[config.mk]
export PLATFORM = sky130hd
export DESIGN_NAME = beat_lane
export DESIGN_NICKNAME = d
export VERILOG_FILES = /design/src/common/dcache_pkg.sv /design/src/logic/beat_lane.sv
export VERILOG_INCLUDE_DIRS = /design/src /design/src/common
export SDC_FILE = /design/constraint.sdc
export NUM_CORES = 1
export LEC_CHECK = 0
export BUFFER_PORTS_ARGS = -buffer_cell sky130_fd_sc_hd__buf_2
export CAP_MARGIN = 20
export CORE_MARGIN = 2
export CORE_UTILIZATION = 23
export CTS_CLUSTER_DIAMETER = 200
export DETAILED_ROUTE_END_ITERATION = 16
export PLACE_DENSITY = 0.57
export RECOVER_POWER = 25
export SLEW_MARGIN = 15
export SYNTH_ARGS = -nofsm -noshare
export SYNTH_HDL_FRONTEND = slang
export SYNTH_SLANG_ARGS = --single-unit
[constraint.sdc]
create_clock -name clk_i -period 1 [get_ports clk_i]
set_input_delay 0.2 -clock clk_i [delete_from_list [all_inputs] [get_ports clk_i]]
set_output_delay 0.2 -clock clk_i [all_outputs]
set_load 0.05 [all_outputs]
[src/common/dcache_settings.svh]
// Geometry macros for the data-cache miss controller: address, line, beat and byte sizes
`ifndef DCACHE_SETTINGS_SVH
`define DCACHE_SETTINGS_SVH

// ============================================================================
// Address geometry
// ============================================================================

// Byte address width on both the CPU and the memory side
`define DC_ADR_W 32

// ============================================================================
// Line and beat geometry
// ============================================================================

// One Wishbone beat carries a quarter line
`define DC_BEAT_BYTES 16

// Beats per cache line, always sent in ascending order
`define DC_BEATS 4

// Cache line size in bytes
`define DC_LINE_BYTES 64

// Address bits below the line tag
`define DC_OFFSET_BITS 6

// The beat index sits just above the byte offset inside a beat
`define DC_BEAT_LSB 4

`endif
[src/common/dcache_pkg.sv]
// Shared types: address, beat, byte selects, the line union and the miss handler phase
`include "dcache_settings.svh"

package dcache_pkg;

	// ========================================================================
	// Bus and address words
	// ========================================================================

	// Byte address
	typedef logic [`DC_ADR_W-1:0] adr_t;

	// One 128-bit bus beat
	typedef logic [`DC_BEAT_BYTES*8-1:0] beat_t;

	// Wishbone byte select for one beat
	typedef logic [`DC_BEAT_BYTES-1:0] beat_sel_t;

	// CPU byte enables across a whole line
	typedef logic [`DC_LINE_BYTES-1:0] line_sel_t;

	// ========================================================================
	// Cache line
	// ========================================================================

	// The byte view serves the byte-enable merge, the beat view serves
	// the bus transfers in both directions
	typedef union packed {
		logic [`DC_LINE_BYTES-1:0][7:0] bytes;
		beat_t [`DC_BEATS-1:0] beat;
	} line_u;

	// Miss handler phases
	typedef enum logic [2:0] {
		IDLE,
		DUMP,
		FILL,
		COMMIT,
		REPLY
	} phase_e;

endpackage

[src/logic/beat_lane.sv]
// One quarter-line fill slot: beat holding register with its valid flag
module beat_lane (
	input logic clk_i,
	input logic rst_i,
	input logic clear_i,
	input logic ld_i,
	input dcache_pkg::beat_t dat_i,
	output dcache_pkg::beat_t dat_o,
	output logic valid_o
);

	logic valid_q;
	dcache_pkg::beat_t dat_q;

	// Valid marks this quarter of the line as arrived from memory
	always_ff @(posedge clk_i or posedge rst_i) begin
		if (rst_i) begin
			valid_q <= 1'b0;
		end else if (clear_i) begin
			valid_q <= 1'b0;
		end else if (ld_i) begin
			valid_q <= 1'b1;
		end
	end

	always_ff @(posedge clk_i) begin
		if (ld_i) begin
			dat_q <= dat_i;
		end
	end

	assign dat_o = dat_q;
	assign valid_o = valid_q;

endmodule

Word level (Yosys, flattened, before mapping)
Cells that the tools add are included.

operators by class
  multiplexer cells = 2
  reductions and logical operators = 1

operators by type and width
  kind                count
  1-bit 2-to-1 mux    2
  2-bit nonzero test  1

word-level totals
  register bits after elaboration = 129
  word-level logic and storage cells = 5
  output and inout port bits = 129

Depth between registers and ports, before layout
  word-level depth = 2
  depth in mapped cells = 1

Worst setup path after synthesis
OpenSTA, ideal clock, no wires.

  path kind = reg2reg
  from = reg, netlist name valid_o
  to = reg valid_q, in the netlist valid_o
  setup slack = 0.101 ns
  stages on the path, launching flop included = 2
  arrival = 0.779 ns
  buffers on the path = 0
  cells stage by stage = dfrtp_1 o21ba_1

RTL lines
  item                    line             RTL
  end signal: assignment  beat_lane.sv:18  valid_q <= 1'b0;
  end signal: assignment  beat_lane.sv:20  valid_q <= 1'b0;
  end signal: assignment  beat_lane.sv:22  valid_q <= 1'b1;
  end: declaration        beat_lane.sv:12  logic valid_q;

Final worst setup path
  from = reg dat_q[107], in the netlist dat_o[107]
  to = out dat_o[107]

RTL lines
  item                      line             RTL
  start: declaration        beat_lane.sv:13  dcache_pkg::beat_t dat_q;
  start signal: assignment  beat_lane.sv:28  dat_q <= dat_i;
  end: declaration          beat_lane.sv:8   output dcache_pkg::beat_t dat_o,

No word-level cell between the ends.

==> impl_metrics.toml <==
[timing]
finClkSkew_ns = 0
fin_crit_ns = 1.20
hold_violations = 0
finalSetupViolCount = 129
layout_setup_ws_ns = -0.196
tightestPinTransition_ns = 0.486
final_max_slew_viol_count = 0
grt_setup_unrepaired = "yes"
min_period_over_period = 1.20
maxSlewHeadroom = 0.676
fmax_mhz = 836

[power]
p_per_area_mw_per_mm2 = 1920
ir_worst_vdd_uv = 1070
p_leak_uw = 0.00340

[synth]
synth_top_family_by_area = "compound AO/OA/AOI/OAI gates"
synth_fa_ha_area_frac = 0
synth_warnings = 0
syn_inst = 131
synth-simple-area-share = 0
synth_compound_area_frac = 0.00258
synthTopCellsByArea = "edfxtp_1 99%, dfrtp_1 0.64%, o21ba_1 0.26%"
synth_mux_area_frac = 0
ys_ff_latch = 129
avgSynthCellArea_sq_um = 29.6
synth.top_cell.area_share = 0.990
synth-xor-area-share = 0
yosysUniqueCellTypes = 4
syn-num-nets = 263
synth.cell_area_sq_mm = 0.00388
ys_seq_area_frac = 0.996
synth_top_area_cell = "edfxtp_1"

[floorplanning]
start_util = 0.235
rows = 47
die_area_sq_mm = 0.0179
die_h_um = 134
ioPinCount = 261
core_region_area_sq_mm = 0.0165
die_w_um = 134

[clocking]
clk_pin_slew_ns = 0.06
clk_latency_ns = 0.41
cts_buffer_depth = 2
cts_tree = "yes"
htreeDepth = 4
cts_root_buf = "clkbuf_16"
cts_inserted_buffers = 17
post_cts_buffers = 0
cts_sinks = 129

[final_layout]
synthToLayoutAreaGrowth_pct = 110
utilization = 0.493
final_cell_mix = "130 x buf_2, 130 x buf_6, 129 x dlygate4sd3_1, 128 x edfxtp_1, 17 x clkbuf_16"
layout.nets = 674
multi_input_area_sq_um = 10.0
drive_gt1_frac = 0.523
area.sequential_sq_mm = 0.00387
num-fill-cells = 1367

[critical_path]
r2r-start = "valid_o$_DFFE_PP0P_"
cp_top_family = "flip-flops"
path_class = "flop to output pin"
end_kind = "output pin"
cp_data_required_time_ns = 0.80
reg2reg_depth = 1
arrival_ns = 1.00
reg2reg_slack_ns = 0.31
r2r-end = "valid_o$_DFFE_PP0P_"
max_stage_delay_ns = 0.41
path_max_fanout = 1
crit_chain = "buf_6"
crit_slowest_cell = "edfxtp_1"
crit_buf_inv = 1
setup.worst_path.start_class = "flop"

[global_routing]
grt_pass1_wl_um = 17300
grt_util_all_layers = 0.132
grt_pass1_vias = 3322
antenna_found_initial = 2
overflow = 0
grt_max_degree = 64

[place]
portBuffers = 260
pre_cts_slack_ns = -0.0272
post-dp-hpwl_um = 7350
gp_congestion = 0.672

[drt]
drt_iter0_drc = 126
wirelength_um = 11800
drc = 0
first_pass_iters = 3
vias_per_cell = 3.73
num_vias = 2897
ant_nets = 0
wl_per_cell_um = 15.2

[hold_path]
hold-path-endpoint = "valid_o$_DFFE_PP0P_"
min_from = "clear_i"
holdCritPathClass = "primary input to flop"
whs_path_depth = 2

[job]
drv_cap = 0

[status]
violations = "setup timing"
outcome = "finished, violations left"
timing repair:
action,CTS,global route
endpoints found under the hold margin,129,0
hold buffers,129,0
endpoints found under the setup margin,129,129
gates resized for setup,258,0
routing by layer:
metal | routed length, um | GRT usage | vias up
li1 | - | - | 1362
met1 | 4210 | 0.128 | 1345
met2 | 6230 | 0.235 | 163
met3 | 1050 | 0.0642 | 25
met4 | 297 | 0.0644 | 2
met5 | 13 | 0 | -
how the worst max path moves through the flow:
stage | slack (ns) | cells after the start | startpoint | end
global route | -0.25 | 1 | dat_o[59]$_DFFE_PP_ | dat_o[59]
global placement | 0.003 | 2 | ld_i | dat_o[60]$_DFFE_PP_
floorplan | 0.10 | 1 | valid_o$_DFFE_PP0P_ | valid_o$_DFFE_PP0P_
CTS | -0.24 | 1 | dat_o[59]$_DFFE_PP_ | dat_o[59]
finish | -0.20 | 1 | dat_o[107]$_DFFE_PP_ | dat_o[107]
detailed placement | -0.03 | 2 | ld_i | dat_o[96]$_DFFE_PP_
area by class of cell:
class	count	area share
Inverter	1	0.000461
Antenna cell	1	0.000307
Clock inverter	12	0.0144
Clock buffer	20	0.0536
Sequential cell	129	0.475
Multi-Input combinational cell	1	0.00123
Timing Repair Buffer	392	0.421
Tap cell	220	0.0338
cells by family after synthesis:
kind of cell | count (synthesis)
buffers and inverters | 1
DFF | 129
AOI/OAI and AO/OA | 1
synthesized netlist by cell type:
cell	count
dfrtp_1	1
edfxtp_1	128
inv_1	1
o21ba_1	1
power by group:
part	total (uW)	leakage [uW]	internal (uW)	switching [uW]
combinational	3190	0.00186	1280	1910
sequential	6650	0.00127	6440	208
clock	5770	0.000271	3630	2150
total	15600	0.00340	11300	4270
sequential cells by signal (all words and copies together), names as in the netlist:
register,flops
dat_o,128
valid_o,1
through the flow:
step	setup TNS (ns)	hold slack (ns)	power, uW	cell area (sq um)	instances
4_1_cts	-24.10	0.0313	15700	8160	775
3_3_place_gp	0	0.0320	8920	5510	614
6_report	-20.63	0.0458	15600	8150	776
5_1_grt	-26.72	0.0343	16100	8150	775
3_5_place_dp	-1.42	0.0358	8950	5510	614
2_1_floorplan	0	-0.0713	8160	3880	131
(Power assumes the default switching activity.)
