## config.mk

```make
export PLATFORM = sky130hd
export DESIGN_NAME = beat_sequencer
export DESIGN_NICKNAME = d
export VERILOG_FILES = /design/src/common/dcache_pkg.sv /design/src/logic/beat_sequencer.sv
export VERILOG_INCLUDE_DIRS = /design/src /design/src/common
export SDC_FILE = /design/constraint.sdc
export NUM_CORES = 1
export LEC_CHECK = 0
export BUFFER_PORTS_ARGS = -buffer_cell sky130_fd_sc_hd__buf_2
export CAP_MARGIN = 15
export CELL_PAD_IN_SITES_DETAIL_PLACEMENT = 1
export CELL_PAD_IN_SITES_GLOBAL_PLACEMENT = 2
export CORE_AREA = 2 2 334 336
export DETAILED_ROUTE_END_ITERATION = 10
export DIE_AREA = 0 0 336 338
export HOLD_SLACK_MARGIN = 0.15
export PLACE_DENSITY = 0.42
export SLEW_MARGIN = 40
export SYNTH_ARGS = -nofsm -noshare
export SYNTH_HDL_FRONTEND = slang
export SYNTH_SLANG_ARGS = --single-unit
export TNS_END_PERCENT = 50
```

## constraint.sdc

```tcl
create_clock -name clk_i -period 2 [get_ports clk_i]
set_input_delay 0.4 -clock clk_i [delete_from_list [all_inputs] [get_ports clk_i]]
set_output_delay 0.4 -clock clk_i [all_outputs]
set_load 0.02 [all_outputs]
```

## src/common/dcache_settings.svh

```systemverilog
// Geometry macros for the data-cache miss controller: address, line, beat and byte sizes
`ifndef DCACHE_SETTINGS_SVH
`define DCACHE_SETTINGS_SVH

// ============================================================================
// Address geometry
// ============================================================================

// Byte address width on both the CPU and the memory side
`define DC_ADR_W 32

// ============================================================================
// Line and beat geometry
// ============================================================================

// One Wishbone beat carries a quarter line
`define DC_BEAT_BYTES 16

// Beats per cache line, always sent in ascending order
`define DC_BEATS 4

// Cache line size in bytes
`define DC_LINE_BYTES 64

// Address bits below the line tag
`define DC_OFFSET_BITS 6

// The beat index sits just above the byte offset inside a beat
`define DC_BEAT_LSB 4

`endif
```

## src/common/dcache_pkg.sv

```systemverilog
// Shared types: address, beat, byte selects, the line union and the miss handler phase
`include "dcache_settings.svh"

package dcache_pkg;

	// ========================================================================
	// Bus and address words
	// ========================================================================

	// Byte address
	typedef logic [`DC_ADR_W-1:0] adr_t;

	// One 128-bit bus beat
	typedef logic [`DC_BEAT_BYTES*8-1:0] beat_t;

	// Wishbone byte select for one beat
	typedef logic [`DC_BEAT_BYTES-1:0] beat_sel_t;

	// CPU byte enables across a whole line
	typedef logic [`DC_LINE_BYTES-1:0] line_sel_t;

	// ========================================================================
	// Cache line
	// ========================================================================

	// The byte view serves the byte-enable merge, the beat view serves
	// the bus transfers in both directions
	typedef union packed {
		logic [`DC_LINE_BYTES-1:0][7:0] bytes;
		beat_t [`DC_BEATS-1:0] beat;
	} line_u;

	// Miss handler phases
	typedef enum logic [2:0] {
		IDLE,
		DUMP,
		FILL,
		COMMIT,
		REPLY
	} phase_e;

endpackage

```

## src/logic/beat_sequencer.sv

```systemverilog
// Wishbone classic master moving one cache line as four store or load beats
`include "dcache_settings.svh"

module beat_sequencer (
	input logic clk_i,
	input logic rst_i,
	input logic start_i,
	input logic store_i,
	input dcache_pkg::adr_t line_adr_i,
	input dcache_pkg::line_u store_line_i,
	output logic line_done_o,
	output logic lane_clear_o,
	output logic [`DC_BEATS-1:0] lane_ld_o,
	output logic wb_cyc_o,
	output logic wb_stb_o,
	output logic wb_we_o,
	output dcache_pkg::adr_t wb_adr_o,
	output dcache_pkg::beat_sel_t wb_sel_o,
	output dcache_pkg::beat_t wb_dat_o,
	input dcache_pkg::beat_t wb_dat_i,
	input logic wb_ack_i
);

	logic busy_q;
	logic cyc_q;
	logic we_q;
	logic [`DC_OFFSET_BITS-`DC_BEAT_LSB-1:0] cnt_q;
	logic [`DC_ADR_W-1:`DC_OFFSET_BITS] tag_q;
	logic [1:0] drain_q;

	// ========================================================================
	// Beat control
	// ========================================================================

	always_ff @(posedge clk_i or posedge rst_i) begin
		if (rst_i) begin
			busy_q <= 1'b0;
			cyc_q <= 1'b0;
			we_q <= 1'b0;
			cnt_q <= '0;
			line_done_o <= 1'b0;
			drain_q <= '0;
		end else begin
			line_done_o <= 1'b0;
			// A finished fill ages here until the merge has taken it
			drain_q <= {drain_q[0], line_done_o & ~we_q};
			if (!busy_q) begin
				if (start_i) begin
					busy_q <= 1'b1;
					cyc_q <= 1'b1;
					we_q <= store_i;
					cnt_q <= '0;
				end
			end else if (cyc_q) begin
				if (wb_ack_i) begin
					// Drop cyc and stb for one cycle between beats
					cyc_q <= 1'b0;
					if (cnt_q == `DC_BEATS-1) begin
						busy_q <= 1'b0;
						line_done_o <= 1'b1;
					end else begin
						cnt_q <= cnt_q + 1'b1;
					end
				end
			end else begin
				cyc_q <= 1'b1;
			end
		end
	end

	always_ff @(posedge clk_i) begin
		if (!busy_q && start_i) begin
			tag_q <= line_adr_i[`DC_ADR_W-1:`DC_OFFSET_BITS];
		end
	end

	// ========================================================================
	// Bus outputs and lane strobes
	// ========================================================================

	assign wb_cyc_o = cyc_q;
	assign wb_stb_o = cyc_q;
	assign wb_we_o = cyc_q & we_q;
	assign wb_adr_o = {tag_q, cnt_q, {`DC_BEAT_LSB{1'b0}}};
	assign wb_sel_o = '1;
	// The victim line is held stable by the cache array for the whole request
	assign wb_dat_o = store_line_i.beat[cnt_q];

	always_comb begin
		lane_ld_o = '0;
		if (cyc_q && !we_q && wb_ack_i) begin
			lane_ld_o[cnt_q] = 1'b1;
		end
	end

	// Lanes empty at the start of a load and once the filled line has been merged
	assign lane_clear_o = (start_i & ~store_i) | drain_q[1];

endmodule

```

; Word-level counts from Yosys, hierarchy flattened
; Cells that the tools add are included.
[totals]
regBits = 34
latch_bits = 0
ram_bits = 0
mem_bits_ro = 0
in_bits = 677
output_inout_bits = 185
word_cells = 53
mem_count = 0
[op_classes]
add_sub_neg = 1
n_mul = 0
div = 0
n_lt_le_gt_ge = 2
n_eq_ne = 4
n_shift = 0
mux = 23
bitwise_logic = 7
n_reduce_logical = 9
[op_table]
columns = op, count
row1 = binary-select mux 128 bit (select 2 bit), 1
row2 = 2-to-1 mux 128 bit, 1
row3 = 2-to-1 mux 1 bit, 14
row4 = 2-to-1 mux 2 bit, 5
row5 = logical AND 1 bit, 4
row6 = 2-to-1 mux 4 bit, 1
row7 = "inequality test 2 bit, second input constant", 2
row8 = AND reduction 4 bit, 1
row9 = bitwise AND 1 bit, 3
row10 = "< comparator 2 x 3 -> 1 bit, second input constant", 1
row11 = inverter 1 bit, 3
row12 = "adder 2 x 1 -> 2 bit, second input constant", 1
row13 = demux 1 bit (select 2 bit), 1
row14 = "== test 2 bit, second input constant", 1
row15 = "greater-or-equal comparator 2 x 1 -> 1 bit, second input constant", 1
row16 = logical NOT 1 bit, 2
row17 = "inequality test 2 x 1 -> 1 bit, second input constant", 1
row18 = AND reduction 2 bit, 1
row19 = nonzero test 2 bit, 1
row20 = OR 1 bit, 1

; Longest topological paths before layout
[depth]
ltp_word = 5
ltp_mapped = 6
depth_no_buf = 4

; Worst setup path before layout
; Ideal clock, no wire load.
[synth_timing]
path_kind = register to output
start = register cnt_q[0]
end = output wb_dat_o[100]
t_arrival_ps = 1520
required_time_ps = 1600
setup_slack_ps = 80
path_stages_with_launch = 5
path_buffers = 3
cell_sequence = dfrtp_1 > buf_6 > buf_12 > buf_12 > mux4_2
[synth_via]
elab_chain_cells = 2
[synth_lines]
columns = item, line_no
row1 = from (decl), beat_sequencer.sv:27  ; logic [`DC_OFFSET_BITS-`DC_BEAT_LSB-1:0] cnt_q;
row2 = from (signal assigned), beat_sequencer.sv:62  ; cnt_q <= cnt_q + 1'b1;
row3 = binary-select mux 128 bit (select 2 bit), beat_sequencer.sv:87  ; assign wb_dat_o = store_line_i.beat[cnt_q];
row4 = 2-to-1 mux 128 bit (implied by the code), beat_sequencer.sv:87
row5 = to (decl), beat_sequencer.sv:19  ; output dcache_pkg::beat_t wb_dat_o,
; Every way passes these cells. The select of a mux whose other input is x is not followed.

; Worst setup path in the final report
[layout_timing]
start = register cnt_q[0]
end = output wb_dat_o[120]
; The elaborated chain is that of the path after synthesis.

==> results.md <==
- Status: finished, violations left
- Failing checks: setup timing
- Avg WL per Cell: 25.8 um
- Worst-Skew Late Latency: 280 ps
- CP max stage cell: mux4_2
- CP cell instances: buf_12 > clkbuf_16 > mux4_2 > buf_2
- Via count: between 6000 and 7000
- Synth Instances: about 250
- Largest family of logic cells by synthesized area: multiplexers
- Inst Count DP: 2453
- Port bufs: roughly 710
- Worst Setup End Kind: output pin
- Synth area leader: mux4_2
- Crit path largest cell delay: 610 ps
- Count leader, synth: mux4_2
- Initial antenna violation count: slightly below 70
- Max-cap check violation count: 0
- Critical path buffers and inverters: 3
- Tmin final: 2360 ps
- Starting Density: under 10%
- Unrepaired setup endpoints after global routing: true
- Critical Path Source Type: flop
- Adder-cell area share of the yosys netlist: ~1.1%
- PwrDens: 1350 nW/um2
- Pwr Total: 14.8 mW
- Worst VDD drop: 0.561 mV
- Critical path required time: 1600 ps
- Die outline width: 336 um
- Global-route wire length before repair: 75.4 mm
- GPL Wtd Cong: between 0.7 and 0.8
- Drt first pass iters: 4
- Final antenna-violating net count: 0
- Post-synthesis xor/xnor area fraction: 0%
- Total core area: 110000 um2
- Compound-cell area share of the yosys netlist: less than 1%
- Delay-heaviest family, CP: multiplexers
- Post-synthesis sequential area ratio: around 22%
- Number of synthesized flops with an enable pin: 26
- Clk_skew: 8.10 ps
- Clock power frac: under 10%
- Final hold vios: 0
- Hpwl dp: around 60 mm
- GRT Overall Usage: 10.4%
- Fin worst setup slack: -358 ps
- Ys flop type: edfxtp_1
- Vias per cell: 2.55
- Post-Syn Area: 4530 um2
- Simple-gate area share of the yosys netlist: 2.07%
- Synth warn: 0
- H-tree Lvls: 2
- Final WL: 63.9 mm
- Max Root-Sink Buffers: 2
- Synthesized area per cell: between 15 and 20 um2
- CTS sink count: 34
- Top cells by area, synth: mux4_2 (64%), edfxtp_1 (17%), buf_12 (4.4%)
- Most frequent cells after synthesis: mux4_2 (128), edfxtp_1 (26), buf_4 (24)
- Num CTS Buffers: 5
- Distinct cells, synth: 23
- Pleak: between 4 and 5 nW
- Die ar.: between 100000 and 150000 um2
- Final setup viols: approximately 130
- P&R area growth vs syn: 141%
- Yosys top cell area share: 63.7%
- Post-Layout Cell Count: around 2500
- Final Util: 9.91%
- I/O pin cnt: 862
- CTS tree: yes
- P_sw: 7.59 mW
- DRC Markers: 0
- CTS Root Buffer Type: clkbuf_16
- GR Overflow Total: 0
- Largest net degree at the start of global routing: 33
- Worst Path Max Fanout: 12
- Internal power: slightly above 7 mW
- Sw Ratio: 51.4%
- Pins Over Slew Limit: 0
- Combinational power share: between 80% and 90%
- Max Freq: 0.424 GHz
- Crit path DAT: 1960 ps
- Clock Pin Slew Worst Setup and Hold Paths: about 60 ps
- Tightest Hold Check Type: in2reg
- Multiplexer area fraction after synthesis: between 60 and 70%
- Chip height: 338 um
- Sequential share of power: 6.6%
- Ys async rst share: 23.5%
- Initial DRC Count: 191
- Synthesized flop and latch total: 34
- Final net count: 1660
- Crit share post-route: 118%
- WS Path Type: reg2out
- Layout cells sized above 1: between 90% and 100%
- Number of global-route vias before repair: 6847
- Placement Rows: 122
==> per-stage QoR <==
step,setup WS [ps],instance area (um2),hold slack (ps),setup TNS [ps]
after floorplan,79.9,4600,216,0
after global placement,-74.0,10000,336,-2950
after detailed placement,-105,10000,340,-3580
after CTS,-401,10500,282,-39610
after global routing,-416,10900,283,-43900
final,-358,10900,290,-37090
==> final timing paths <==
| check | end | from | cells after the start | slack [ps] |
|---|---|---|---|---|
| hold reg to reg | drain_q[1] | drain_q[0] | 0 | 350 |
| min in group asynchronous | line_done_o | rst_i | 3 | 650 |
| setup / recovery | wb_dat_o[120] | cnt_q[0] | 4 | -360 |
| max in group asynchronous | cnt_q[1] | rst_i | 3 | 1060 |
| setup reg to reg | cnt_q[0] | cnt_q[0] | 7 | 230 |
| hold / removal | tag_q[23] | line_adr_i[23] | 1 | 290 |
==> cells in the final DEF (no fill, tap or decap) <==
| cell type | Yosys | routed |
|---|---|---|
| a31oi_1 | 1 | 1 |
| nand3_1 | 2 | 2 |
| buf_16 | 0 | 2 |
| clkbuf_16 | 0 | 8 |
| dlygate4sd3_1 | 0 | 1 |
| dfrtp_1 | 8 | 6 |
| nor2b_1 | 1 | 1 |
| nand2b_1 | 1 | 1 |
| nand2_1 | 3 | 3 |
| buf_12 | 10 | 12 |
| bufinv_16 | 0 | 2 |
| buf_2 | 11 | 632 |
| and2_4 | 0 | 3 |
| buf_8 | 0 | 1 |
| ha_4 | 0 | 1 |
| nor3_1 | 1 | 1 |
| a21o_1 | 1 | 1 |
| inv_2 | 0 | 1 |
| nand4b_1 | 1 | 1 |
| conb_1 | 2 | 20 |
| diode_2 | 0 | 13 |
| inv_1 | 6 | 5 |
| buf_6 | 1 | 80 |
| nor2_1 | 4 | 4 |
| and2_1 | 5 | 2 |
| clkinv_4 | 0 | 1 |
| buf_4 | 24 | 26 |
| edfxtp_1 | 26 | 26 |
| o21ai_0 | 3 | 3 |
| dfrtp_4 | 0 | 2 |
| ha_1 | 4 | 3 |
| mux4_2 | 128 | 128 |
==> timing repair <==
item / CTS / global route
buffers inserted: 1 / 2
gates resized for setup: 82 / 95
pin swaps: 0 / 1
hold buffers: 1 / 0
endpoints found under the hold margin: 8 / 0
endpoints found under the setup margin: 132 / 132
cloned: 0 / 3
==> logic make-up after synthesis <==
| family | Yosys count |
|---|---|
| muxes | 128 |
| other | 2 |
| adders and majority gates | 4 |
| and+or+nand+nor | 18 |
| buffers and inverters | 56 |
| AOI/OAI and AO/OA | 5 |
| DFF | 34 |
==> worst register-to-register path: stages, from the launching register on <==
cell and delay (ps):
dfrtp_4 540, buf_12 160, clkbuf_16 190, buf_8 150, ha_4 160, nand4b_1 240
nand3_1 130, o21ai_0 90
==> power groups by stage <==
| stage | Sequential, mW | Clock [mW] | Combinational [mW] |
|---|---|---|---|
| 6_report | 0.972 | 1.02 | 12.8 |
| 5_1_grt | 0.985 | 1.08 | 13.5 |
| 4_1_cts | 0.955 | 1.05 | 12.4 |
| 3_5_place_dp | 0.968 | 0 | 11.7 |
| 3_3_place_gp | 0.967 | 0 | 11.6 |
| 2_1_floorplan | 1.01 | 0 | 6.10 |
==> area by class of cell <==
class / count / area (um2)
clock buffer: 5 / 125
antenna: 13 / 32.5
tap: 1488 / 1860
inverter: 6 / 22.5
fill: 13100 / 99200
timing repair buffer: 757 / 4650
sequential: 34 / 988
clock inverter: 3 / 68.8
multi-input combinational: 175 / 3150
==> registers in the layout, summed over array words and instances (netlist names) <==
name	count
drain_q	2
wb_cyc_o	1
busy_q	1
tag_q	26
we_q	1
cnt_q	2
line_done_o	1
==> metal layers <==
| metal | up-vias | wire (um) | track usage, % |
|---|---|---|---|
| met5 | - | 340 | 0 |
| met4 | 52 | 425 | 0.210 |
| met3 | 110 | 7790 | 5.21 |
| met2 | 516 | 29800 | 17.5 |
| met1 | 3082 | 25500 | 12.4 |
| li1 | 2573 | - | - |
(Power assumes the default switching activity.)
