==> src/common/dcache_settings.svh <==
// Geometry macros for the data-cache miss controller: address, line, beat and byte sizes
`ifndef DCACHE_SETTINGS_SVH
`define DCACHE_SETTINGS_SVH

// ============================================================================
// Address geometry
// ============================================================================

// Byte address width on both the CPU and the memory side
`define DC_ADR_W 32

// ============================================================================
// Line and beat geometry
// ============================================================================

// One Wishbone beat carries a quarter line
`define DC_BEAT_BYTES 16

// Beats per cache line, always sent in ascending order
`define DC_BEATS 4

// Cache line size in bytes
`define DC_LINE_BYTES 64

// Address bits below the line tag
`define DC_OFFSET_BITS 6

// The beat index sits just above the byte offset inside a beat
`define DC_BEAT_LSB 4

`endif
==> src/common/dcache_pkg.sv <==
// Shared types: address, beat, byte selects, the line union and the miss handler phase
`include "dcache_settings.svh"

package dcache_pkg;

	// ========================================================================
	// Bus and address words
	// ========================================================================

	// Byte address
	typedef logic [`DC_ADR_W-1:0] adr_t;

	// One 128-bit bus beat
	typedef logic [`DC_BEAT_BYTES*8-1:0] beat_t;

	// Wishbone byte select for one beat
	typedef logic [`DC_BEAT_BYTES-1:0] beat_sel_t;

	// CPU byte enables across a whole line
	typedef logic [`DC_LINE_BYTES-1:0] line_sel_t;

	// ========================================================================
	// Cache line
	// ========================================================================

	// The byte view serves the byte-enable merge, the beat view serves
	// the bus transfers in both directions
	typedef union packed {
		logic [`DC_LINE_BYTES-1:0][7:0] bytes;
		beat_t [`DC_BEATS-1:0] beat;
	} line_u;

	// Miss handler phases
	typedef enum logic [2:0] {
		IDLE,
		DUMP,
		FILL,
		COMMIT,
		REPLY
	} phase_e;

endpackage

==> src/logic/miss_handler.sv <==
// Request FSM of the miss controller: hit, victim dump, line fill, commit and reply
module miss_handler (
	input logic clk_i,
	input logic rst_i,
	input logic req_i,
	input logic hit_i,
	input logic modified_i,
	input dcache_pkg::adr_t req_adr_i,
	input dcache_pkg::adr_t victim_adr_i,
	input logic line_done_i,
	input logic line_ready_i,
	output logic seq_start_o,
	output logic seq_store_o,
	output dcache_pkg::adr_t seq_adr_o,
	output logic commit_o,
	output logic done_o
);

	dcache_pkg::phase_e phase_q;

	// ========================================================================
	// Phase register
	// ========================================================================

	always_ff @(posedge clk_i or posedge rst_i) begin
		if (rst_i) begin
			phase_q <= dcache_pkg::IDLE;
			seq_start_o <= 1'b0;
			seq_store_o <= 1'b0;
		end else begin
			seq_start_o <= 1'b0;
			case (phase_q)
				dcache_pkg::IDLE: begin
					if (req_i) begin
						if (hit_i) begin
							phase_q <= dcache_pkg::COMMIT;
						end else if (modified_i) begin
							// The dirty victim has to leave before the fill
							phase_q <= dcache_pkg::DUMP;
							seq_start_o <= 1'b1;
							seq_store_o <= 1'b1;
						end else begin
							phase_q <= dcache_pkg::FILL;
							seq_start_o <= 1'b1;
							seq_store_o <= 1'b0;
						end
					end
				end
				dcache_pkg::DUMP: begin
					if (line_done_i) begin
						phase_q <= dcache_pkg::FILL;
						seq_start_o <= 1'b1;
						seq_store_o <= 1'b0;
					end
				end
				dcache_pkg::FILL: begin
					if (line_ready_i) begin
						phase_q <= dcache_pkg::COMMIT;
					end
				end
				dcache_pkg::COMMIT: begin
					phase_q <= dcache_pkg::REPLY;
				end
				default: begin
					phase_q <= dcache_pkg::IDLE;
				end
			endcase
		end
	end

	// Line address handed to the sequencer along with the start pulse
	always_ff @(posedge clk_i) begin
		if (phase_q == dcache_pkg::IDLE && req_i && !hit_i && modified_i) begin
			seq_adr_o <= victim_adr_i;
		end else if ((phase_q == dcache_pkg::IDLE && req_i && !hit_i) ||
			(phase_q == dcache_pkg::DUMP && line_done_i)) begin
			seq_adr_o <= req_adr_i;
		end
	end

	// Merge results are registered during COMMIT and become visible in REPLY
	assign commit_o = (phase_q == dcache_pkg::COMMIT);
	assign done_o = (phase_q == dcache_pkg::REPLY);

endmodule

==> config.mk <==
export PLATFORM = sky130hd
export DESIGN_NAME = miss_handler
export DESIGN_NICKNAME = d
export VERILOG_FILES = /design/src/common/dcache_pkg.sv /design/src/logic/miss_handler.sv
export VERILOG_INCLUDE_DIRS = /design/src /design/src/common
export SDC_FILE = /design/constraint.sdc
export NUM_CORES = 1
export LEC_CHECK = 0
export BUFFER_PORTS_ARGS = -buffer_cell sky130_fd_sc_hd__buf_2
export CAP_MARGIN = 30
export CELL_PAD_IN_SITES_DETAIL_PLACEMENT = 0
export CELL_PAD_IN_SITES_GLOBAL_PLACEMENT = 1
export CORE_MARGIN = 4
export CORE_UTILIZATION = 33
export DETAILED_ROUTE_END_ITERATION = 7
export PLACE_DENSITY_LB_ADDON = 0.1
export SYNTH_ARGS = -nofsm -noshare
export SYNTH_HDL_FRONTEND = slang
export SYNTH_SLANG_ARGS = --single-unit
==> constraint.sdc <==
create_clock -name clk_i -period 5.1 [get_ports clk_i]
set_clock_uncertainty 0.05 [all_clocks]
set_input_delay 0.51 -clock clk_i [delete_from_list [all_inputs] [get_ports clk_i]]
set_output_delay 0.51 -clock clk_i [all_outputs]
set_load 0.03 [all_outputs]
# Word level (Yosys, flattened, before mapping)
# Index checks and enable logic that the tools add are counted.
# op_classes
eq_ne	8
muxes	17
n_reduce_logical	11
# ops
op	count
two-way mux 32 bit	2
one-hot mux 3 bit (4 select lines)	1
two-way mux 3 bit	3
!= test 2 bit (second input constant)	4
two-way mux 1 bit	7
== test 3 x 2 -> 1 bit (second input constant)	2
logical AND 1 bit	4
two-way mux 2 bit	2
one-hot mux 1 bit (2 select lines)	2
AND reduction 4 bit	1
nonzero test 2 bit	2
== test 3 x 1 -> 1 bit (second input constant)	1
== test 3 bit (second input constant)	1
logical NOT 3 bit	1
AND reduction 3 bit	1
logical NOT 1 bit	1
logical OR 1 bit	1
# totals
register_bits	37
input_bits	71
output_inout_bits	36
word_cells	40

# Depth between registers and ports, before layout
# Gate-level depths: netlist of run 1.
# depth
ltp_word	6
mapped_depth	5
ltp_nobuf	3

# Least setup slack after synthesis of run 1
# OpenSTA, ideal clock, no wires.
# synth_path
path_kind	input -> register
startpoint	input hit_i
endpoint	register seq_adr_o[0] (enable)
setup_ps	472
t_arrival_ps	3315
required_time_ps	4578
slack_ps	1263
cell_stages	2
path_cell_list	or3b_1 a211oi_1
# synth_via
elab_chain_len	4
elab_cells_between_ends	5
# synth_rtl
item	line	text
from (decl)	miss_handler.sv:6	input logic hit_i,
logical NOT 1 bit (*)	miss_handler.sv:73, miss_handler.sv:75	
logical AND 1 bit (*)	miss_handler.sv:73, miss_handler.sv:75	
logical AND 1 bit / logical OR 1 bit (equally long branches)	miss_handler.sv:73, miss_handler.sv:75	
nonzero test 2 bit (no line) (*)	-	
to (signal assigned)	miss_handler.sv:74	seq_adr_o <= victim_adr_i;
to (signal assigned)	miss_handler.sv:77	seq_adr_o <= req_adr_i;
to (decl)	miss_handler.sv:14	output dcache_pkg::adr_t seq_adr_o,
# Every way passes the cells marked *; elsewhere a longest branch is shown, timed or not.
# A chain may end at the register's enable or synchronous reset.

# Worst setup path after layout of run 1
# layout_path
startpoint	register phase_q[1]
endpoint	register seq_adr_o[3], data pin
# layout_via
elab_chain_len	5
# layout_rtl
item	line	text
from (decl)	miss_handler.sv:19	dcache_pkg::phase_e phase_q;
from (signal assigned)	miss_handler.sv:27	phase_q <= dcache_pkg::IDLE;
from (signal assigned)	miss_handler.sv:36	phase_q <= dcache_pkg::COMMIT;
from (signal assigned)	miss_handler.sv:39	phase_q <= dcache_pkg::DUMP;
logical NOT 3 bit	miss_handler.sv:73	if (phase_q == dcache_pkg::IDLE && req_i && !hit_i && modified_i) begin
logical AND 1 bit (3 in series)	miss_handler.sv:73	
two-way mux 32 bit	miss_handler.sv:73	
# Every way passes these cells.

==> results of run 1 <==
==> synth_stat cells <==
| cell type | instances |
|---|---|
| a211oi_1 | 2 |
| and2_1 | 1 |
| nor3b_1 | 1 |
| nand2b_1 | 1 |
| nand2_1 | 2 |
| nor2_1 | 3 |
| mux2_2 | 3 |
| o211ai_1 | 1 |
| or3b_1 | 1 |
| a21oi_1 | 1 |
| a221oi_1 | 1 |
| nand3_2 | 1 |
| a31oi_1 | 1 |
| edfxtp_1 | 32 |
| dfrtp_1 | 5 |
| nor3b_2 | 1 |
| buf_6 | 4 |
| inv_1 | 4 |
| o21ai_0 | 2 |
| mux2_4 | 29 |
==> cells by family after synthesis <==
| kind of cell | share of synthesized area (%) |
|---|---|
| buffers and inverters | 3.455 |
| and+or+nand+nor | 4.032 |
| DFF | 62.49 |
| muxes | 27.00 |
| AOI/OAI and AO/OA | 3.024 |
==> layout make-up <==
| cell class | instances | area [µm²] |
|---|---|---|
| multi-input cells | 51 | 604.3 |
| well taps | 70 | 87.58 |
| clock inverters | 1 | 3.754 |
| fillers | 501 | 2673 |
| repair buffers | 108 | 565.5 |
| flip-flops and latches | 37 | 1086 |
| clock buffers | 6 | 72.57 |
| inverters | 4 | 15.01 |
==> per-layer routing <==
metal | vias up | global-route usage (%) | wire [µm]
met5 | - | 0 | 0
met4 | 0 | 3.547 | 27
met3 | 4 | 5.942 | 390
met2 | 63 | 19.78 | 1961
met1 | 551 | 12.83 | 1390
li1 | 584 | - | -
==> power groups by stage <==
| stage | Clock (µW) | Combinational, µW | Sequential, µW |
|---|---|---|---|
| after detailed placement | 0 | 335 | 455 |
| after global placement | 0 | 328 | 453 |
| after CTS | 194 | 336 | 449 |
| final | 186 | 328 | 448 |
| after global routing | 211 | 353 | 455 |
| after floorplan | 0 | 130 | 554 |
==> flip-flops by register name, indices dropped and copies added, names as in the netlist <==
| name | count |
|---|---|
| phase_q | 3 |
| seq_start_o | 1 |
| seq_adr_o | 32 |
| seq_store_o | 1 |
==> worst reg2reg max path: cells and delay by family, from the launching register on <==
| family | cells | cell delay, ns |
|---|---|---|
| mux | 1 | 0.32 |
| simple gates | 2 | 0.81 |
| buf+inv | 1 | 0.37 |
| flops | 1 | 0.46 |
==> metrics by stage <==
step	cells	hold WS (ns)	cell area (µm²)	total power, µW	setup WS [ns]
2_1_floorplan	96	0.2385	1738	684.0	1.263
3_3_place_gp	269	0.3690	2331	780.7	2.483
3_5_place_dp	270	0.3805	2359	790.4	2.788
4_1_cts	277	0.07452	2435	979.4	2.812
5_1_grt	277	0.07366	2435	1020	2.682
6_report	277	0.07704	2435	962.1	2.854
==> worst max-delay path by stage <==
stage | from | to | slack [ns] | depth (start not counted)
2_1_floorplan | hit_i | seq_adr_o[0] | 1.26 | 2
3_3_place_gp | hit_i | seq_adr_o[0] | 2.48 | 4
3_5_place_dp | hit_i | seq_adr_o[19] | 2.79 | 5
4_1_cts | phase_q[1] | seq_adr_o[19] | 2.81 | 4
5_1_grt | phase_q[1] | seq_adr_o[14] | 2.68 | 4
6_report | phase_q[1] | seq_adr_o[3] | 2.85 | 4
==> results.cfg, run 1 <==
[grt]
grt_overflow = 0
antenna_found_initial = 0
grt_start_max_net_pins = 34
first_global_vias = 1218
grt_pass1_wl_mm = 5.616
grt_usage_pct = 11.73

[clocking]
cts-root-buf = clkbuf_8
clk_latency_ns = 0.28
clk_path_buf_depth = 2
hold_buffers = 0
cts_max_level = 2
path_clk_slew_ns = 0.07
numCtsBuffers = 5
cts_tree = built
clock_sinks = 37
cts_setup_buffers = 0
cts-resized-gates = 0

[finish]
antennaDiodeCount = 0
areaGrowthSynthToFinish_pct = 40.10
layout_common_cells = buf_2, edfxtp_1, mux2_4
layout_commonest_cell = buf_2
drive_above_1_share_pct = 71.50
fin_nets = 278
fin_util_pct = 47.67

[routing]
drc_errors = 0
vias = 1202
viasPerCell = 4.339
drtIter0Drc = 51
finalWirelength_mm = 3.770
firstDrtPassIters = 3
antenna_left = 0
wl_per_cell_um = 13.61

[timing]
fmax_mhz = 445.2
finalSetupTns_ns = 0
rsz0062_at_grt = no
min_period_ns = 2.246
hold_violations = 0
final-setup-viol-count = 0
worstMarginPinSlew_ns = 0.5663
finalMaxSlewViolations = 0
post-route-period-util_pct = 44.04
slew_headroom_pct = 62.20

[worst_setup_path]
critPathCaptureType = flop
cp_max_fo = 18
start_kind = flop
slowest_stage = nand3_2
crit_chain = nor2_1 -> nand3_2 -> buf_16 -> mux2_4
reg2reg_depth = 4
crit_buf_inv = 1
r2r_slack_ns = 2.85
critPathRequiredTime_ns = 5.08
cp.arrival_ns = 2.23
r2r_start = phase_q[1]
crit_family = simple AND/OR/NAND/NOR gates
cp_slowest_stage_delay_ns = 0.52
r2r-end = seq_adr_o[3]
worstSetupPathType = flop to flop

[synthesis]
synthCells = 96
synth-warning-count = 0
netlist.area_leader.share_pct = 55.29
yosysSeqAreaShare_pct = 62.49
synth-seq-cells = 37
synth_area_leaders = edfxtp_1, mux2_4, dfrtp_1
synth_top_cell_by_area = edfxtp_1
netlist_area_mm2 = 0.001738
ys_types = 20
avgSynthCellArea_um2 = 18.10
syn-num-nets = 167

[die]
die_w_um = 80.57
dieArea_mm2 = 0.006492
coreArea_mm2 = 0.005107
pin_count = 107
die_y_um = 80.57
initial_core_util_pct = 34.03
fp-row-count = 26

[power]
pwr-share-clk_pct = 19.3
power.share.combinational_pct = 34.1
switching_share_pct = 34.99
leakage_uw = 0.001180
power.density_mw_per_mm2 = 395.1
internal_power_uw = 625.4
power.switching_uw = 336.6
irDropWorstVdd_mv = 0.1628
sequentialPowerShare_pct = 46.6

[placed_design]
numPortBuffers = 106
place_hpwl_mm = 2.938
globalplace.congestion = 0.7081

[run_status]
status = completed

[flow_run]
cap_violations = 0

[min_path]
hold_class = primary input to asynchronous set/reset pin
Note: power is estimated with default switching activity, not from simulation.
==> run 2, diff against run 1 <==
- clock period: 5.1 -> 2.1 ns (I/O delays scaled with it)
==> run 2 against run 1 <==
Against the previous run: via count rose by 2.3%; total power rose by 140%; first-iteration DRC count rose by 18%; maximum frequency rose by 28%; register-to-register slack got worse by 2.5 ns; sequential power rose by 140%; non-clock buffer count rose by 4; clock-buffer cell count did not move; critical path type unchanged; largest power group unchanged.
==> results.cfg, run 2 (synthesis gave the netlist of run 1 again) <==
[routing]
drtIter0Drc = 60
firstDrtPassIters = 4
viasPerCell = 4.377
antenna_left = 0
drc_errors = 0
finalWirelength_mm = 3.919
wl_per_cell_um = 13.95
vias = 1230

[clocking]
clock_sinks = 37
cts-root-buf = clkbuf_8
numCtsBuffers = 5
clk_path_buf_depth = 2
clk_latency_ns = 0.27
path_clk_slew_ns = 0.06
cts_max_level = 2
cts_tree = built

[grt]
grt_start_max_net_pins = 18
use_met3_pct = 4.933
met2_usage_pct = 20.78
grt_pass1_wl_mm = 6.147
first_global_vias = 1323
grt_usage_pct = 12.40
antenna_found_initial = 0
busiest_layer = met2
grt_use_met1_pct = 14.41
grt_overflow = 0

[worst_setup_path]
critPathRequiredTime_ns = 2.02
cp.arrival_ns = 1.68
critPathCaptureType = flop
cp_max_fo = 17
r2r_start = phase_q[0]
start_kind = flop
critPathLaunch = phase_q[0]
worstSetupPathType = flop to flop

[die]
fp-row-count = 26
coreArea_mm2 = 0.005107
die_w_um = 80.57
pin_count = 107
die_y_um = 80.57
dieArea_mm2 = 0.006492
initial_core_util_pct = 34.03

[finish]
regMostFlops = seq_adr_o
antennaDiodeCount = 0
layout_commonest_cell = buf_2
drive_above_1_share_pct = 72.04
areaGrowthSynthToFinish_pct = 40.96
layout_common_cells = buf_2, edfxtp_1, mux2_4
postLayoutCellArea_mm2 = 0.002450
fin_nets = 282
largest_reg_flops = 32
reg_top3 = seq_adr_o (32), phase_q (3)
fin_util_pct = 47.97

[placed_design]
place_area_mm2 = 0.002364
numPortBuffers = 106
place_hpwl_mm = 3.036
globalplace.congestion = 0.6795

[timing]
finalMaxSlewViolations = 0
hold_violations = 0
final-setup-viol-count = 0
post-route-period-util_pct = 83.70
slew_headroom_pct = 78.12
min_period_ns = 1.758
rsz0062_at_grt = no
worstMarginPinSlew_ns = 0.3282
fmax_mhz = 568.9

[run_status]
status = completed

[power]
leakage_uw = 0.001190
power.density_mw_per_mm2 = 961.8
irDropWorstVdd_mv = 0.3700

[min_path]
min-delay-start = line_done_i
hold_class = primary input to flop

[flow_run]
cap_violations = 0
==> run 2: changes by cell type in the layout (fill, tap and decap cells not counted) <==
| cell | change |
|---|---|
| buf_4 | +4 |
| or3b_1 | -1 |
| buf_16 | -1 |
| or3b_4 | +1 |
| dlygate4sd3_1 | +1 |
==> run 2: stage by stage <==
step	TNS (ns)	instances	setup WS [ns]	power [µW]	hold slack [ns]
2_1_floorplan	-4.166	96	-0.1286	1674	-0.06148
3_3_place_gp	0	273	0.3707	1922	0.06095
3_5_place_dp	0	273	0.3476	1940	0.06300
4_1_cts	0	281	0.3324	2396	0.1673
5_1_grt	0	281	0.2741	2504	0.1573
6_report	0	281	0.3422	2356	0.1781
==> run 2: repair_timing <==
item | 4_1_cts | 5_1_grt
buffers inserted | 0 | 0
hold endpoints to repair | 5 | 0
hold buffers | 1 | 0
gates resized for setup | 0 | 0
==> run 2: area by class of cell <==
| cell class | count | area, µm² |
|---|---|---|
| fill | 483 | 2658 |
| tap | 70 | 87.58 |
| clock inverter | 1 | 3.754 |
| timing repair buffer | 112 | 578.1 |
| sequential | 37 | 1086 |
| inverter | 4 | 15.01 |
| clock buffer | 6 | 72.57 |
| multi-input combinational | 51 | 606.8 |
==> run 2: final timing paths <==
path / to / slack (ns) / cells after the start
min reg2reg: seq_store_o / 0.50 / 2
max reg2reg: seq_adr_o[12] / 0.34 / 3
min in group asynchronous: phase_q[2] / 0.32 / 3
min: phase_q[1] / 0.18 / 3
max in group asynchronous: seq_store_o / 1.51 / 3
max: seq_adr_o[12] / 0.34 / 3
==> run 2: layer usage <==
metal | vias up | wire (µm)
met2 | 64 | 1934
met1 | 569 | 1548
met5 | - | 0
li1 | 591 | -
met4 | 0 | 48
met3 | 6 | 386
==> run 2: power breakdown <==
group / internal [µW] / switching, µW
Combinational: 311 / 530
Sequential: 1000 / 69.3
Clock: 223 / 221
Total: 1540 / 820
==> run 2: critical path, stage by stage (launching register included) <==
cell      delay [ns]
dfrtp_1         0.44
or3b_4          0.42
a211oi_4        0.25
buf_4           0.28
==> run 3, diff against run 2 <==
- ABC_AREA: not set -> 1
- CORE_UTILIZATION: 33 -> 28
- clock period: 2.1 -> 1.57 ns (I/O delays scaled with it)
==> run 3 against run 2 <==
Against the previous run: area after synthesis increased by 7.0%; critical path depth up 2; utilization shrank 7.1 points; maximum frequency is 19% higher; non-clock buffer count rose by 1; worst setup slack got worse by 0.24 ns; final cell count rose by 30%; total power is 47% higher; cell area increased by 6.5%; critical endpoint is now seq_adr_o[15]; combinational power rose by 68%; largest cell class unchanged.
==> results.cfg, run 3 <==
[run_status]
status = completed

[synthesis]
synth_top_cell_by_area = edfxtp_1
netlist.area_leader.share_pct = 51.68
synth_edf_count = 32
avgSynthCellArea_um2 = 10.50
synth-seq-cells = 37
syn-num-nets = 248
yosysMostFrequentCell = inv_1
synth_area_leaders = edfxtp_1, o21ai_2, inv_1
synthCells = 177
yosysSeqAreaShare_pct = 58.41
synth_common_cells = inv_1, nand2_1, edfxtp_1, o21ai_2
synthFlopType = edfxtp_1
async_flop_share_pct = 13.51
synth-warning-count = 0
netlist_area_mm2 = 0.001859
ys_types = 18

[flow_run]
cap_violations = 0

[timing]
hold_ws_ns = 0.08944
slew_headroom_pct = 83.75
worstMarginPinSlew_ns = 0.2429
final-setup-viol-count = 0
fmax_mhz = 679.8
setup_slack_ns = 0.09902
post-route-period-util_pct = 93.69
finalSetupTns_ns = 0
hold_violations = 0
min_period_ns = 1.471
rsz0062_at_grt = no
finalMaxSlewViolations = 0

[power]
leakage_uw = 0.001358
power.density_mw_per_mm2 = 1331
irDropWorstVdd_mv = 0.5054

[worst_setup_path]
critPathLaunch = phase_q[1]
critPathCaptureType = flop
worstSetupPathType = flop to flop
start_kind = flop
critPathCapture = seq_adr_o[15]
r2r-end = seq_adr_o[15]
reg2reg_depth = 5
r2r_slack_ns = 0.1
r2r_start = phase_q[1]
cp.arrival_ns = 1.41
cp_max_fo = 20
critPathRequiredTime_ns = 1.51

[grt]
first_global_vias = 1405
grt_overflow = 0
antenna_found_initial = 0
grt_pass1_wl_mm = 6.230
grt_usage_pct = 10.55
grt_start_max_net_pins = 42

[routing]
drtIter0Drc = 25
viasPerCell = 4.145
finalWirelength_mm = 4.185
wl_per_cell_um = 11.43
vias = 1517
firstDrtPassIters = 4
drc_errors = 0
antenna_left = 0

[clocking]
path_clk_slew_ns = 0.07
cts_max_level = 2
clk_path_buf_depth = 2
cts-root-buf = clkbuf_8
clk_latency_ns = 0.28
cts_tree = built
numCtsBuffers = 5
clock_sinks = 37

[finish]
reg_top3 = seq_adr_o (32), phase_q (3)
fin_util_pct = 40.85
largest_reg_flops = 32
layout_commonest_cell = buf_2
drive_above_1_share_pct = 56.06
areaGrowthSynthToFinish_pct = 40.31
fin_nets = 361
regMostFlops = seq_adr_o
layout_common_cells = buf_2, inv_1, nand2_1, edfxtp_1, o21ai_2
instances_no_fill = 366
antennaDiodeCount = 0

[placed_design]
place_hpwl_mm = 3.281
dp.cells = 359
globalplace.congestion = 0.7317
numPortBuffers = 106
pre_cts_ws_ns = 0.08669

[die]
die_y_um = 89.49
fp-row-count = 29
initial_core_util_pct = 29.11
die_w_um = 89.49
dieArea_mm2 = 0.008008
pin_count = 107
coreArea_mm2 = 0.006386

[min_path]
hold_class = primary input to flop
## run 3: cell types whose count changed after synthesis, sizes merged, moves of 2 or more
cell / delta
nand2: +39
inv: +36
mux2: -32
o21ai: +30
nand3: +6
nor2: +6
a211oi: -2
buf: +2
nor3b: -2
## run 3: what timing repair did
item                                    CTS  global route
endpoints found under the setup margin    0            20
resized for setup                         0             1
buffers inserted                          0             0
endpoints found under the hold margin     5             0
hold buffers                              1             0
## run 3: kinds of logic after synthesis
family	share of synthesized area (%)
AND/OR/NAND/NOR	14.20
buffers and inverters	12.18
flip-flops	58.41
AO/OA/AOI/OAI	15.21
## run 3: area by class of cell
cell class,instances,area [µm²]
fill,662,3777
inverter,40,150.1
timing repair buffer,113,635.6
sequential,37,1086
clock buffer,5,68.82
tap,77,96.34
clock inverter,1,5.005
multi-input combinational,93,566.8
## run 3: worst min-delay path by stage
stage | startpoint | end | cells after the start
2_1_floorplan | rst_i | phase_q[0] | 1
3_3_place_gp | rst_i | seq_start_o | 2
3_5_place_dp | rst_i | seq_start_o | 2
4_1_cts | req_adr_i[25] | seq_adr_o[25] | 3
5_1_grt | req_adr_i[24] | seq_adr_o[24] | 3
6_report | req_adr_i[27] | seq_adr_o[27] | 3
## run 3: power breakdown
group	total [µW]	switching, µW	internal [µW]
clock network	608	316	292
logic	1410	943	470
registers	1450	77.6	1370
total	3470	1340	2140
## run 3: worst max-delay path, cell delays in order, from the launching register on
cell and delay (ns):
dfrtp_1 0.39, buf_4 0.15, nor2_1 0.11, nand3_1 0.17, nand2_4 0.14, buf_12 0.17
## run 3: routing by layer
layer  routed length (µm)  up-vias  GRT usage [%]
li1                     -      785              -
met1                 1583      656          11.92
met2                 1978       68          16.68
met3                  550        8          5.530
met4                   72        0          4.465
met5                    0        -              0
## run 3: metrics by stage
step	instance area [µm²]	total power, µW
6_report	2609	3472
3_3_place_gp	2520	2907
3_5_place_dp	2520	2903
5_1_grt	2609	3720
2_1_floorplan	1867	2395
4_1_cts	2604	3525
